==> src/verilog/mig_pkg.sv <==
`default_nettype none

// ------------------------------------------------------------
// controller user interface
// ------------------------------------------------------------
package mig_pkg;

	// word address as seen on app_addr
	typedef logic [29:0] mig_addr_t;

	typedef logic [2:0] mig_cmd_t;

	localparam mig_cmd_t MIG_CMD_READ  = 3'b001;
	localparam mig_cmd_t MIG_CMD_WRITE = 3'b000;

	// one full burst, 8 beats of 64 bits
	typedef logic [511:0] mig_data_t;

	// byte mask, a set bit keeps the byte unwritten
	typedef logic [63:0] mig_mask_t;

	// a bucket line spans 64 address units
	localparam int BUCKET_OFFSET_BITS = 6;

endpackage

`default_nettype wire

==> src/verilog/kvs_pkg.sv <==
`default_nettype none

// ------------------------------------------------------------
// key-value request and bucket layout
// ------------------------------------------------------------
package kvs_pkg;
	import mig_pkg::*;

	typedef logic [31:0] kvs_hash_t;
	typedef logic [95:0] kvs_key_t;
	typedef logic [31:0] kvs_value_t;

	// key sits above value inside a slot
	typedef struct packed {
		kvs_key_t   key;
		kvs_value_t value;
	} kvs_slot_t;

	localparam int SLOTS = 4;

	// slot 0 in the low 128 bits of the line
	typedef kvs_slot_t [SLOTS-1:0] kvs_bucket_t;
	typedef logic [1:0] slot_idx_t;

	typedef logic [3:0] kvs_flag_t;
	localparam kvs_flag_t FLAG_HIT  = 4'd1;
	localparam kvs_flag_t FLAG_MISS = 4'd0;

	typedef logic kvs_op_t;
	localparam kvs_op_t OP_SET = 1'b1;
	localparam kvs_op_t OP_GET = 1'b0;

	typedef struct packed {
		mig_addr_t addr;
		mig_data_t data;
		mig_mask_t mask;
	} wr_cmd_t;

	typedef struct packed {
		mig_addr_t addr;
	} rd_cmd_t;

	// key parked until its bucket read returns
	typedef struct packed {
		kvs_key_t key;
	} pending_get_t;

	// hash bits above the line offset, offset forced to zero
	function automatic mig_addr_t bucket_addr(kvs_hash_t hash);
		return {hash[29:BUCKET_OFFSET_BITS], {BUCKET_OFFSET_BITS{1'b0}}};
	endfunction

endpackage

`default_nettype wire

==> src/verilog/set_packer.sv <==
`timescale 1ns/1ps
`default_nettype none

module set_packer
	import mig_pkg::*, kvs_pkg::*;
(
	input  wire             ui_mig_clk,
	input  wire             ui_mig_rst,
	input  wire             set_strobe,
	input  wire kvs_hash_t  hash,
	input  wire kvs_key_t   key,
	input  wire kvs_value_t value,
	output logic            wr_push,
	output wr_cmd_t         wr_cmd
);

	localparam int SLOT_BYTES = $bits(kvs_slot_t) / 8;

	slot_idx_t   lfsr;
	kvs_slot_t   slot;
	kvs_bucket_t line;
	mig_mask_t   mask;

	// ------------------------------------------------------------
	// replacement choice
	// ------------------------------------------------------------
	// x^2 + x + 1, cycles 01 -> 11 -> 10, never all zero
	always_ff @(posedge ui_mig_clk) begin
		if (ui_mig_rst)
			lfsr <= 2'b01;
		else
			lfsr <= {lfsr[0], lfsr[1] ^ lfsr[0]};
	end

	// ------------------------------------------------------------
	// line and mask assembly
	// ------------------------------------------------------------
	always_comb begin
		slot.key   = key;
		slot.value = value;
		line       = '0;
		line[lfsr] = slot;
		// only the chosen slot's bytes get written
		mask = '1;
		mask[lfsr*SLOT_BYTES +: SLOT_BYTES] = '0;
	end

	always_ff @(posedge ui_mig_clk) begin
		if (ui_mig_rst)
			wr_push <= 1'b0;
		else
			wr_push <= set_strobe;
	end

	always_ff @(posedge ui_mig_clk) begin
		if (set_strobe) begin
			wr_cmd.addr <= bucket_addr(hash);
			wr_cmd.data <= line;
			wr_cmd.mask <= mask;
		end
	end

endmodule

`default_nettype wire

==> config.mk <==
export PLATFORM = sky130hd
export DESIGN_NAME = set_packer
export DESIGN_NICKNAME = d
export VERILOG_FILES = /design/src/verilog/mig_pkg.sv /design/src/verilog/kvs_pkg.sv /design/src/verilog/set_packer.sv
export SDC_FILE = /design/constraint.sdc
export NUM_CORES = 1
export LEC_CHECK = 0
export BUFFER_PORTS_ARGS = -buffer_cell sky130_fd_sc_hd__buf_2
export CAP_MARGIN = 20
export CORE_AREA = 3 3 294 296
export DETAILED_ROUTE_END_ITERATION = 10
export DIE_AREA = 0 0 297 299
export SYNTH_ARGS = -nofsm -noshare
export SYNTH_HDL_FRONTEND = slang
export SYNTH_SLANG_ARGS = --single-unit
==> constraint.sdc <==
create_clock -name ui_mig_clk -period 1.35 [get_ports ui_mig_clk]
set_input_delay 0.135 -clock ui_mig_clk [delete_from_list [all_inputs] [get_ports ui_mig_clk]]
set_output_delay 0.135 -clock ui_mig_clk [all_outputs]
set_load 0.005 [all_outputs]
# Yosys cells after proc, flatten, opt, wreduce, memory -nomap -nowiden
# Index checks and enable logic that the tools add are counted.
# op_classes
reduce_logical,1
shifts,2
n_div,0
multipliers,0
n_bitwise,4
muxes,2
order_cmp,2
eq_ne,0
addsub,1
# op_table
op,n
$and A512 B512 Y512,1
$demux W128 S2,1
$mux W128,1
$not A64 Y64,1
$or A64 B64 Y64,1
$shift A16 B34 Y64 const A,1
$shiftx A16 B34 Y64 const A,1
$neg A6 Y34,1
$lt A2 B3 Y1 const B,1
$ge A2 B1 Y1 const B,1
$logic_and A1 B1 Y1,1
$xor A1 B1 Y1,1
# totals
ramBits,0
input_bits,163
rom_bits,0
latchBits,0
reg_bits,603
mem_count,0
elab_cells,17

# Depth between registers and ports, before layout
# Gate-level depths: netlist (run 1).
# depth
depth_word,5
ltp_mapped,5
depth_no_buf,3

# Worst setup path before layout (run 1)
# OpenSTA, ideal clock, no wires.
# synth_timing
path_type,reg-to-reg
startpoint,register lfsr[0]
endpoint,register wr_cmd[329] (netlist name) (data pin)
n_path_buf,2
t_required_ns,1.095
path_stages_with_launch,6
path_slack_ns,0.042
t_arrival_ns,1.053
path_cell_list,dfxtp_1 inv_1 ha_1 buf_4 clkbuf_2 and2_1
# synth_lines
element,line,source
from (decl),set_packer.sv:19,slot_idx_t lfsr;
from (signal assigned),set_packer.sv:32,"lfsr <= {lfsr[0], lfsr[1] ^ lfsr[0]};"
to (decl),set_packer.sv:14,output wr_cmd_t wr_cmd

==> results of run 1 <==
-- how the worst max path moves through the flow --
stage / to / cells after the start / startpoint / slack, ps
global route: wr_cmd[40] / 2 / wr_cmd[47] / -170
floorplan: wr_cmd[329] / 5 / lfsr[0] / 40
finish: wr_cmd[81] / 6 / lfsr[0] / -120
CTS: wr_cmd[39] / 2 / wr_cmd[47] / -150
global placement: wr_cmd[67] / 4 / lfsr[0] / -260
detailed placement: wr_cmd[182] / 4 / lfsr[0] / -290
-- per-layer routing --
metal | vias to the layer above | track usage (%) | routed length, um
met4 | 2 | 5.18 | 2420
met1 | 6728 | 15.1 | 25900
li1 | 6094 | - | -
met3 | 122 | 3.38 | 4620
met2 | 565 | 25.8 | 38000
met5 | - | 0 | 12
-- layout make-up --
cell class | count | area [um2]
fill | 7850 | 51700
sequential | 543 | 16300
timing repair buffer | 1055 | 8140
multi-input combinational | 525 | 4340
clock buffer | 74 | 1550
tap | 1134 | 1420
clock inverter | 34 | 313
inverter | 6 | 27.5
-- critical path, delay by kind of cell (launching register included) --
kind          cells  cell delay, ps
flops             1             390
buf+inv           4             500
fa+ha+maj         1             200
simple gates      1             130
-- metrics by stage --
step                instance area [um2]  instances
detailed placement                25700       3032
finish                            32100       3371
CTS                               30300       3334
floorplan                         20500       1196
global route                      32100       3371
global placement                  25700       3032
-- power groups by stage --
stage	combinational [mW]	clock (mW)	sequential (mW)
2_1_floorplan	1.65	0	21.1
3_3_place_gp	4.66	0	20.9
3_5_place_dp	4.76	0	20.9
4_1_cts	6.51	16.1	20.6
5_1_grt	8.75	16.7	20.7
6_report	8.24	15.7	20.5
-- flip-flops by register name (all words and copies together) (netlist names) --
register,cells
lfsr,2
wr_cmd,540
wr_push,1
-- repair_timing --
action                                  4_1_cts  5_1_grt
pin swaps                                     2      153
endpoints found under the setup margin      405      541
hold buffers                                154        0
setup buffers                                22        7
hold endpoints to repair                    551        0
gates cloned                                 19       35
resized for setup                           124      387
-- layout by cell type, fill, tap and decap left out --
master / count
sky130_fd_sc_hd__inv_1: 4
sky130_fd_sc_hd__or2_2: 1
sky130_fd_sc_hd__clkinv_1: 11
sky130_fd_sc_hd__dfxtp_4: 1
sky130_fd_sc_hd__clkbuf_16: 87
sky130_fd_sc_hd__clkinv_2: 11
sky130_fd_sc_hd__and2_1: 114
sky130_fd_sc_hd__conb_1: 6
sky130_fd_sc_hd__bufinv_16: 5
sky130_fd_sc_hd__edfxtp_1: 540
sky130_fd_sc_hd__clkbuf_1: 14
sky130_fd_sc_hd__ha_4: 4
sky130_fd_sc_hd__buf_12: 41
sky130_fd_sc_hd__dfxtp_2: 1
sky130_fd_sc_hd__inv_6: 4
sky130_fd_sc_hd__buf_6: 31
sky130_fd_sc_hd__clkinv_8: 1
sky130_fd_sc_hd__nor2b_1: 2
sky130_fd_sc_hd__and2_4: 398
sky130_fd_sc_hd__clkinvlp_4: 2
sky130_fd_sc_hd__buf_8: 12
sky130_fd_sc_hd__buf_16: 24
sky130_fd_sc_hd__dlygate4sd3_1: 154
sky130_fd_sc_hd__dfxtp_1: 1
sky130_fd_sc_hd__buf_2: 736
sky130_fd_sc_hd__buf_4: 30
sky130_fd_sc_hd__inv_4: 2
-- cell families (layout without fill, tap and decap cells) --
| kind of cell | Yosys count | after routing | synth area share (%) |
|---|---|---|---|
| adder cells (fa/ha/maj) | 4 | 4 | 0.244 |
| buffers and inverters | 128 | 1169 | 4.56 |
| flip-flops | 543 | 543 | 79.5 |
| other | 1 | 6 | 0.0183 |
| AND/OR/NAND/NOR | 515 | 515 | 15.7 |
==> summary.log, run 1 <==
qor: clock_network.max-clock-path-buffers 3
qor: synth.ys_top_cells_by_area sky130_fd_sc_hd__edfxtp_1 (79%), sky130_fd_sc_hd__and2_1 (16%), sky130_fd_sc_hd__buf_4 (2.6%), sky130_fd_sc_hd__buf_6 (1.1%), sky130_fd_sc_hd__clkbuf_2 (0.54%)
qor: floorplanning.design.core.area 0.0838 mm2
qor: synth.synth_top_cells_by_count sky130_fd_sc_hd__edfxtp_1 (540), sky130_fd_sc_hd__and2_1 (512), sky130_fd_sc_hd__buf_4 (72)
qor: placement.gp_congestion 0.836
qor: sta.setup-tns-final -25620 ps
qor: sta.layout_setup_ws -123 ps
qor: synth.synth_edf_count 540
qor: clock_network.htreeDepth 2
qor: floorplanning.floorplan.initialDensity 24.4%
qor: synth.netlist_area 0.0205 mm2
qor: synth.most_common_cell_in_the_synthesized_netlist sky130_fd_sc_hd__edfxtp_1
qor: clock_network.cts.clk_slew.worst_paths 60 ps
qor: pwr.overall_power_consumption 44.4 mW
qor: critical_path.critical_path_class reg -> reg
qor: clock_network.clock_tree_from_tritoncts yes
qor: synth.synthDominantAreaCellType sky130_fd_sc_hd__edfxtp_1
qor: outcome.outcome finished, violations left
qor: global_routing.initial_antenna_violation_count 3
qor: global_routing.grt.overflow.total 0
qor: drt.post_drt_via_cell_ratio 4.01
qor: sta.worst_slew_margin_rel 65.5%
qor: clock_network.clock_insertion_delay_worst_skew 610 ps
qor: synth.avgSynthCellArea 17.2 um2
qor: synth.flops_latches_synth 543
qor: critical_path.crit_path_top_delay_cell sky130_fd_sc_hd__dfxtp_4
qor: critical_path.reg2reg_from lfsr[0]
qor: clock_network.clockRootBuffer sky130_fd_sc_hd__clkbuf_16
qor: global_routing.grt_first_pass_wirelength 92800 um
qor: global_routing.grt_use_total 13.8%
qor: drt.route.vias.total 13511
qor: pwr.power_frac_clock 35.2%
qor: sta.grt_setup_unrepaired true
qor: layout.number_of_nets_in_the_finished_design 2357
qor: run.cap_violations 0
qor: floorplanning.fp.dieW 297 um
qor: pwr.swShare 23.9%
qor: synth.synthesis.instances 1191
qor: layout.diodes 0
qor: synth.yosys_cell_types 13
qor: clock_network.cts_sinks 543
qor: placement.pre_cts_setup_slack -293 ps
qor: pwr.power_per_cell_area 1390 mW/mm2
qor: pwr.comb_power_share 18.5%
qor: floorplanning.core.rowCount 106
qor: drt.drt_pass1_iterations 4
qor: placement.buffers_added_on_ports 755
qor: drt.drt-wirelength-per-cell 21.1 um
qor: layout.post-route-util 38.3%
qor: floorplanning.die_area 0.0888 mm2
qor: min_path.hold_path_end wr_cmd[589]
qor: pwr.share_seq_of_total_power 46.2%
qor: min_path.hold_depth 2
qor: min_path.hp-start hash[13]
qor: synth.synth_seq_area_share 79.5%
qor: synth.most_used_flip_flop_cell_after_synthesis sky130_fd_sc_hd__edfxtp_1
qor: drt.drt_first_iter_violations 839
qor: floorplanning.die_y 299 um
qor: pwr.irDropWorstVdd 0.00110 V
qor: sta.timing.final.hold_violations 0
qor: sta.timing.final.crit_period 1470 ps
qor: sta.maxClockFrequency 679 MHz
qor: layout.area_growth_from_synthesis_to_layout 56.6%
qor: sta.final_min_period_over_clock_period 109%
qor: synth.ys.warnings.count 0
qor: critical_path.critical_path_peak_fanout 5
qor: global_routing.grt_pass1_vias 14038
qor: sta.finalSetupViolations 428
qor: global_routing.grt_max_degree 63
qor: clock_network.numCtsBuffers 59
qor: critical_path.regToRegEndpoint wr_cmd[81]
qor: critical_path.required 1720 ps
qor: sta.final-max-slew-violation-count 0
qor: critical_path.endpoint_kind flip-flop
qor: critical_path.worst_path_largest_cell_delay 390 ps
qor: floorplanning.top_level_ports 770
qor: critical_path.path_cells inv_4 -> ha_4 -> buf_12 -> buf_12 -> clkbuf_16 -> and2_4
qor: drt.drc 0
qor: drt.final_antenna_net_count 0
qor: critical_path.worstSetupStartpointType flip-flop
qor: sta.max_slew.worst_pin.slew 518 ps
qor: sta.fin_skew 18.6 ps
qor: outcome.failed_checks setup timing
qor: drt.routed_wl 71000 um
qor: pwr.power.static_leakage 13.8 nW
qor: sta.hold_slack 246 ps
qor: critical_path.worst-r2r-setup-slack -120 ps
qor: placement.hpwlAfterDp 42200 um
qor: synth.synth_top_area_share 79.2%
qor: pwr.cellInternalPower 33.8 mW
qor: layout.share_of_final_layout_standard_cells_stronger_than_drive_strength_1 62.2%
qor: synth.async_reset_ff_share 0%
qor: pwr.power.net_switching 10.6 mW
qor: min_path.min_path_type in -> reg
qor: critical_path.worst_path_most_repeated_cell sky130_fd_sc_hd__buf_12
qor: critical_path.cell_depth_of_the_worst_flop_to_flop_path 6
qor: critical_path.crit_arrival 1840 ps
Note: power is estimated with default switching activity, not from simulation.
==> run 2: changes to the inputs <==
--- a/config.mk
+++ b/config.mk
@@ -10,6 +10,7 @@
 export CORE_AREA = 3 3 294 296
 export DETAILED_ROUTE_END_ITERATION = 10
 export DIE_AREA = 0 0 297 299
+export PLACE_DENSITY = 0.45
 export SYNTH_ARGS = -nofsm -noshare
 export SYNTH_HDL_FRONTEND = slang
 export SYNTH_SLANG_ARGS = --single-unit
==> summary.log, run 2 (synthesis gave the netlist of run 1 again) <==
qor: layout.largest-register wr_cmd [unchanged]
qor: layout.final_cells 3346 [was 3371]
qor: pwr.power.net_switching 10.5 mW [was 10.6 mW]
qor: outcome.outcome finished, violations left [unchanged]
qor: layout.diodes 0 [unchanged]
qor: critical_path.endpoint_kind flip-flop [unchanged]
qor: floorplanning.top_level_ports 770 [unchanged]
qor: clock_network.max-clock-path-buffers 3 [unchanged]
qor: drt.routed_wl 70000 um [was 71000 um]
qor: run.cap_violations 0 [unchanged]
qor: clock_network.numCtsBuffers 60 [was 59]
qor: clock_network.clockRootBuffer sky130_fd_sc_hd__clkbuf_16 [unchanged]
qor: floorplanning.core.rowCount 106 [unchanged]
qor: critical_path.combined_buffer_and_inverter_count_along_the_critical_path 4 [unchanged]
qor: layout.n_fill_cell 8111 [was 7850]
qor: placement.placed_cell_area 0.0256 mm2 [was 0.0257 mm2]
qor: sta.timing.final.hold_violations 0 [unchanged]
qor: global_routing.grt_pass1_vias 13564 [was 14038]
qor: clock_network.clock_tree_from_tritoncts yes [unchanged]
qor: drt.drt-wirelength-per-cell 20.9 um [was 21.1 um]
qor: layout.largest_register_ff_count 540 [unchanged]
qor: drt.drc 0 [unchanged]
qor: global_routing.grt_max_degree 49 [was 63]
qor: drt.drt_pass1_iterations 4 [unchanged]
qor: layout.largestRegisters wr_cmd: 540 flops, lfsr: 2 flops, wr_push: 1 flops [unchanged]
qor: critical_path.crit_path_top_delay_cell sky130_fd_sc_hd__dfxtp_2 [was sky130_fd_sc_hd__dfxtp_4]
qor: clock_network.htreeDepth 2 [unchanged]
qor: floorplanning.fp.dieW 297 um [unchanged]
qor: critical_path.crit_arrival 1840 ps [about the same]
qor: pwr.share_seq_of_total_power 47.7% [was 46.2%]
qor: critical_path.setup.worst_path.start lfsr[1] [was lfsr[0]]
qor: layout.final_cell_mix sky130_fd_sc_hd__buf_2 (751), sky130_fd_sc_hd__edfxtp_1 (540), sky130_fd_sc_hd__and2_1 (324), sky130_fd_sc_hd__and2_4 (188), sky130_fd_sc_hd__dlygate4sd3_1 (154) [was sky130_fd_sc_hd__buf_2 (736), sky130_fd_sc_hd__edfxtp_1 (540), sky130_fd_sc_hd__and2_4 (398), sky130_fd_sc_hd__dlygate4sd3_1 (154), sky130_fd_sc_hd__and2_1 (114)]
qor: floorplanning.floorplan.initialDensity 24.4% [unchanged]
qor: placement.buffers_added_on_ports 755 [unchanged]
qor: sta.finalSetupViolations 418 [was 428]
qor: drt.post_drt_via_cell_ratio 3.93 [was 4.01]
qor: critical_path.critPathTopFamily buffers and inverters [unchanged]
qor: critical_path.worst_path_most_repeated_cell sky130_fd_sc_hd__buf_12 [unchanged]
qor: layout.share_of_final_layout_standard_cells_stronger_than_drive_strength_1 52.4% [was 62.2%]
qor: pwr.power_frac_clock 35.6% [was 35.2%]
qor: placement.number_of_cells_in_the_design_after_placement 3020 [was 3032]
qor: clock_network.cts.clk_slew.worst_paths 70 ps [was 60 ps]
qor: global_routing.grt_first_pass_wirelength 91600 um [was 92800 um]
qor: min_path.hp-start hash[15] [was hash[13]]
qor: drt.final_antenna_net_count 0 [unchanged]
qor: critical_path.path_cells buf_6 -> ha_4 -> buf_12 -> buf_12 -> clkbuf_16 -> and2_4 [was inv_4 -> ha_4 -> buf_12 -> buf_12 -> clkbuf_16 -> and2_4]
qor: critical_path.worstSetupStartpointType flip-flop [unchanged]
qor: layout.post-route-util 36.8% [was 38.3%]
qor: critical_path.required 1710 ps [was 1720 ps]
qor: pwr.cellInternalPower 32.6 mW [was 33.8 mW]
qor: critical_path.worst_path_largest_cell_delay 330 ps [was 390 ps]
qor: sta.timing.final.crit_period 1480 ps [was 1470 ps]
qor: layout.final_cell_area 0.0308 mm2 [was 0.0321 mm2]
qor: outcome.failed_checks setup timing [unchanged]
qor: sta.layout_setup_ws -133 ps [was -123 ps]
qor: placement.gp_congestion 0.774 [was 0.836]
qor: pwr.swShare 24.3% [was 23.9%]
qor: critical_path.critical_path_peak_fanout 8 [was 5]
qor: sta.grt_setup_unrepaired true [unchanged]
qor: pwr.comb_power_share 16.8% [was 18.5%]
qor: pwr.irDropWorstVdd 0.000985 V [was 0.00110 V]
qor: min_path.min_path_type in -> reg [unchanged]
qor: floorplanning.design.core.area 0.0838 mm2 [unchanged]
qor: layout.layout.cells.most_common sky130_fd_sc_hd__buf_2 [unchanged]
qor: layout.number_of_nets_in_the_finished_design 2332 [was 2357]
qor: layout.area_growth_from_synthesis_to_layout 50.4% [was 56.6%]
qor: sta.final_min_period_over_clock_period 110% [was 109%]
qor: drt.route.vias.total 13165 [was 13511]
qor: sta.fin_skew 20.5 ps [was 18.6 ps]
qor: clock_network.cts_sinks 543 [unchanged]
qor: critical_path.critical_path_class reg -> reg [unchanged]
qor: sta.final-max-slew-violation-count 0 [unchanged]
qor: placement.hpwlAfterDp 44300 um [was 42200 um]
qor: global_routing.grt.overflow.total 0 [unchanged]
qor: critical_path.reg2reg_from lfsr[1] [was lfsr[0]]
qor: sta.setup-tns-final -23760 ps [was -25620 ps]
qor: drt.drt_first_iter_violations 718 [was 839]
qor: clock_network.clock_insertion_delay_worst_skew 610 ps [about the same]
qor: global_routing.initial_antenna_violation_count 6 [was 3]
qor: placement.pre_cts_setup_slack -66.6 ps [was -293 ps]
qor: pwr.power_per_cell_area 1400 mW/mm2 [was 1390 mW/mm2]
qor: global_routing.grt_use_total 13.6% [was 13.8%]
qor: floorplanning.die_y 299 um [unchanged]
qor: pwr.power.static_leakage 13.1 nW [was 13.8 nW]
qor: floorplanning.die_area 0.0888 mm2 [unchanged]
qor: sta.maxClockFrequency 674 MHz [was 679 MHz]
## run 2: cell types whose count changed in the layout (fill, tap and decap cells not counted), moves of 2 or more
cell | previous run | this run
sky130_fd_sc_hd__and2_1 | 114 | 324
sky130_fd_sc_hd__and2_4 | 398 | 188
sky130_fd_sc_hd__buf_12 | 41 | 37
sky130_fd_sc_hd__buf_16 | 24 | 10
sky130_fd_sc_hd__buf_2 | 736 | 751
sky130_fd_sc_hd__buf_4 | 30 | 24
sky130_fd_sc_hd__buf_6 | 31 | 19
sky130_fd_sc_hd__buf_8 | 12 | 10
sky130_fd_sc_hd__bufinv_16 | 5 | 2
sky130_fd_sc_hd__clkbuf_1 | 14 | 10
sky130_fd_sc_hd__clkbuf_16 | 87 | 85
sky130_fd_sc_hd__clkinv_1 | 11 | 13
sky130_fd_sc_hd__clkinv_2 | 11 | 18
sky130_fd_sc_hd__inv_4 | 2 | 0
## run 2: through the flow
stage	hold slack, ps	power [mW]
after floorplan	207	22.7
after global placement	313	25.7
after detailed placement	313	25.8
after CTS	186	42.0
after global routing	216	44.9
final	251	43.0
## run 2: area by class of cell
cell class	instances	area, um2	area share (%)
clock buffers	71	1560	5.08
repair buffers	1029	7460	24.2
multi-input cells	525	3810	12.4
flip-flops and latches	543	16300	52.8
well taps	1134	1420	4.60
inverters	6	32.5	0.106
clock inverters	38	243	0.788
## run 2: worst reg2reg max path, delay by kind of cell, from the launching register on
| family | cells | cell delay (ps) |
|---|---|---|
| buffers and inverters | 4 | 600 |
| adders and majority gates | 1 | 180 |
| and+or+nand+nor | 1 | 130 |
| DFF | 1 | 330 |
## run 2: final timing paths
check | to | slack (ps) | cells past startpoint
max reg2reg | wr_cmd[555] | -130 | 6
max | wr_cmd[555] | -130 | 6
min | wr_cmd[591] | 250 | 2
min reg2reg | lfsr[1] | 490 | 1
## run 2: what timing repair did
item | 4_1_cts | 5_1_grt
gates resized for setup | 28 | 220
endpoints found under the setup margin | 166 | 415
gates cloned | 6 | 36
pin swaps | 5 | 78
hold buffers | 154 | 0
setup buffers | 8 | 14
hold endpoints to repair | 607 | 0
## run 2: routing by layer
metal / up-vias / global-route usage, % / part of all wire, %
met5: - / 0 / 0
met4: 0 / 4.93 / 3.2
met3: 122 / 4.53 / 7.3
met2: 507 / 24.5 / 53
met1: 6507 / 14.8 / 37
li1: 6029 / - / -
## run 2: power by group through the flow
| stage | Combinational (mW) | Sequential, mW | Clock, mW |
|---|---|---|---|
| 3_5_place_dp | 4.87 | 20.9 | 0 |
| 6_report | 7.21 | 20.5 | 15.3 |
| 2_1_floorplan | 1.65 | 21.1 | 0 |
| 4_1_cts | 5.69 | 20.5 | 15.8 |
| 3_3_place_gp | 4.81 | 20.9 | 0 |
| 5_1_grt | 7.73 | 20.6 | 16.5 |
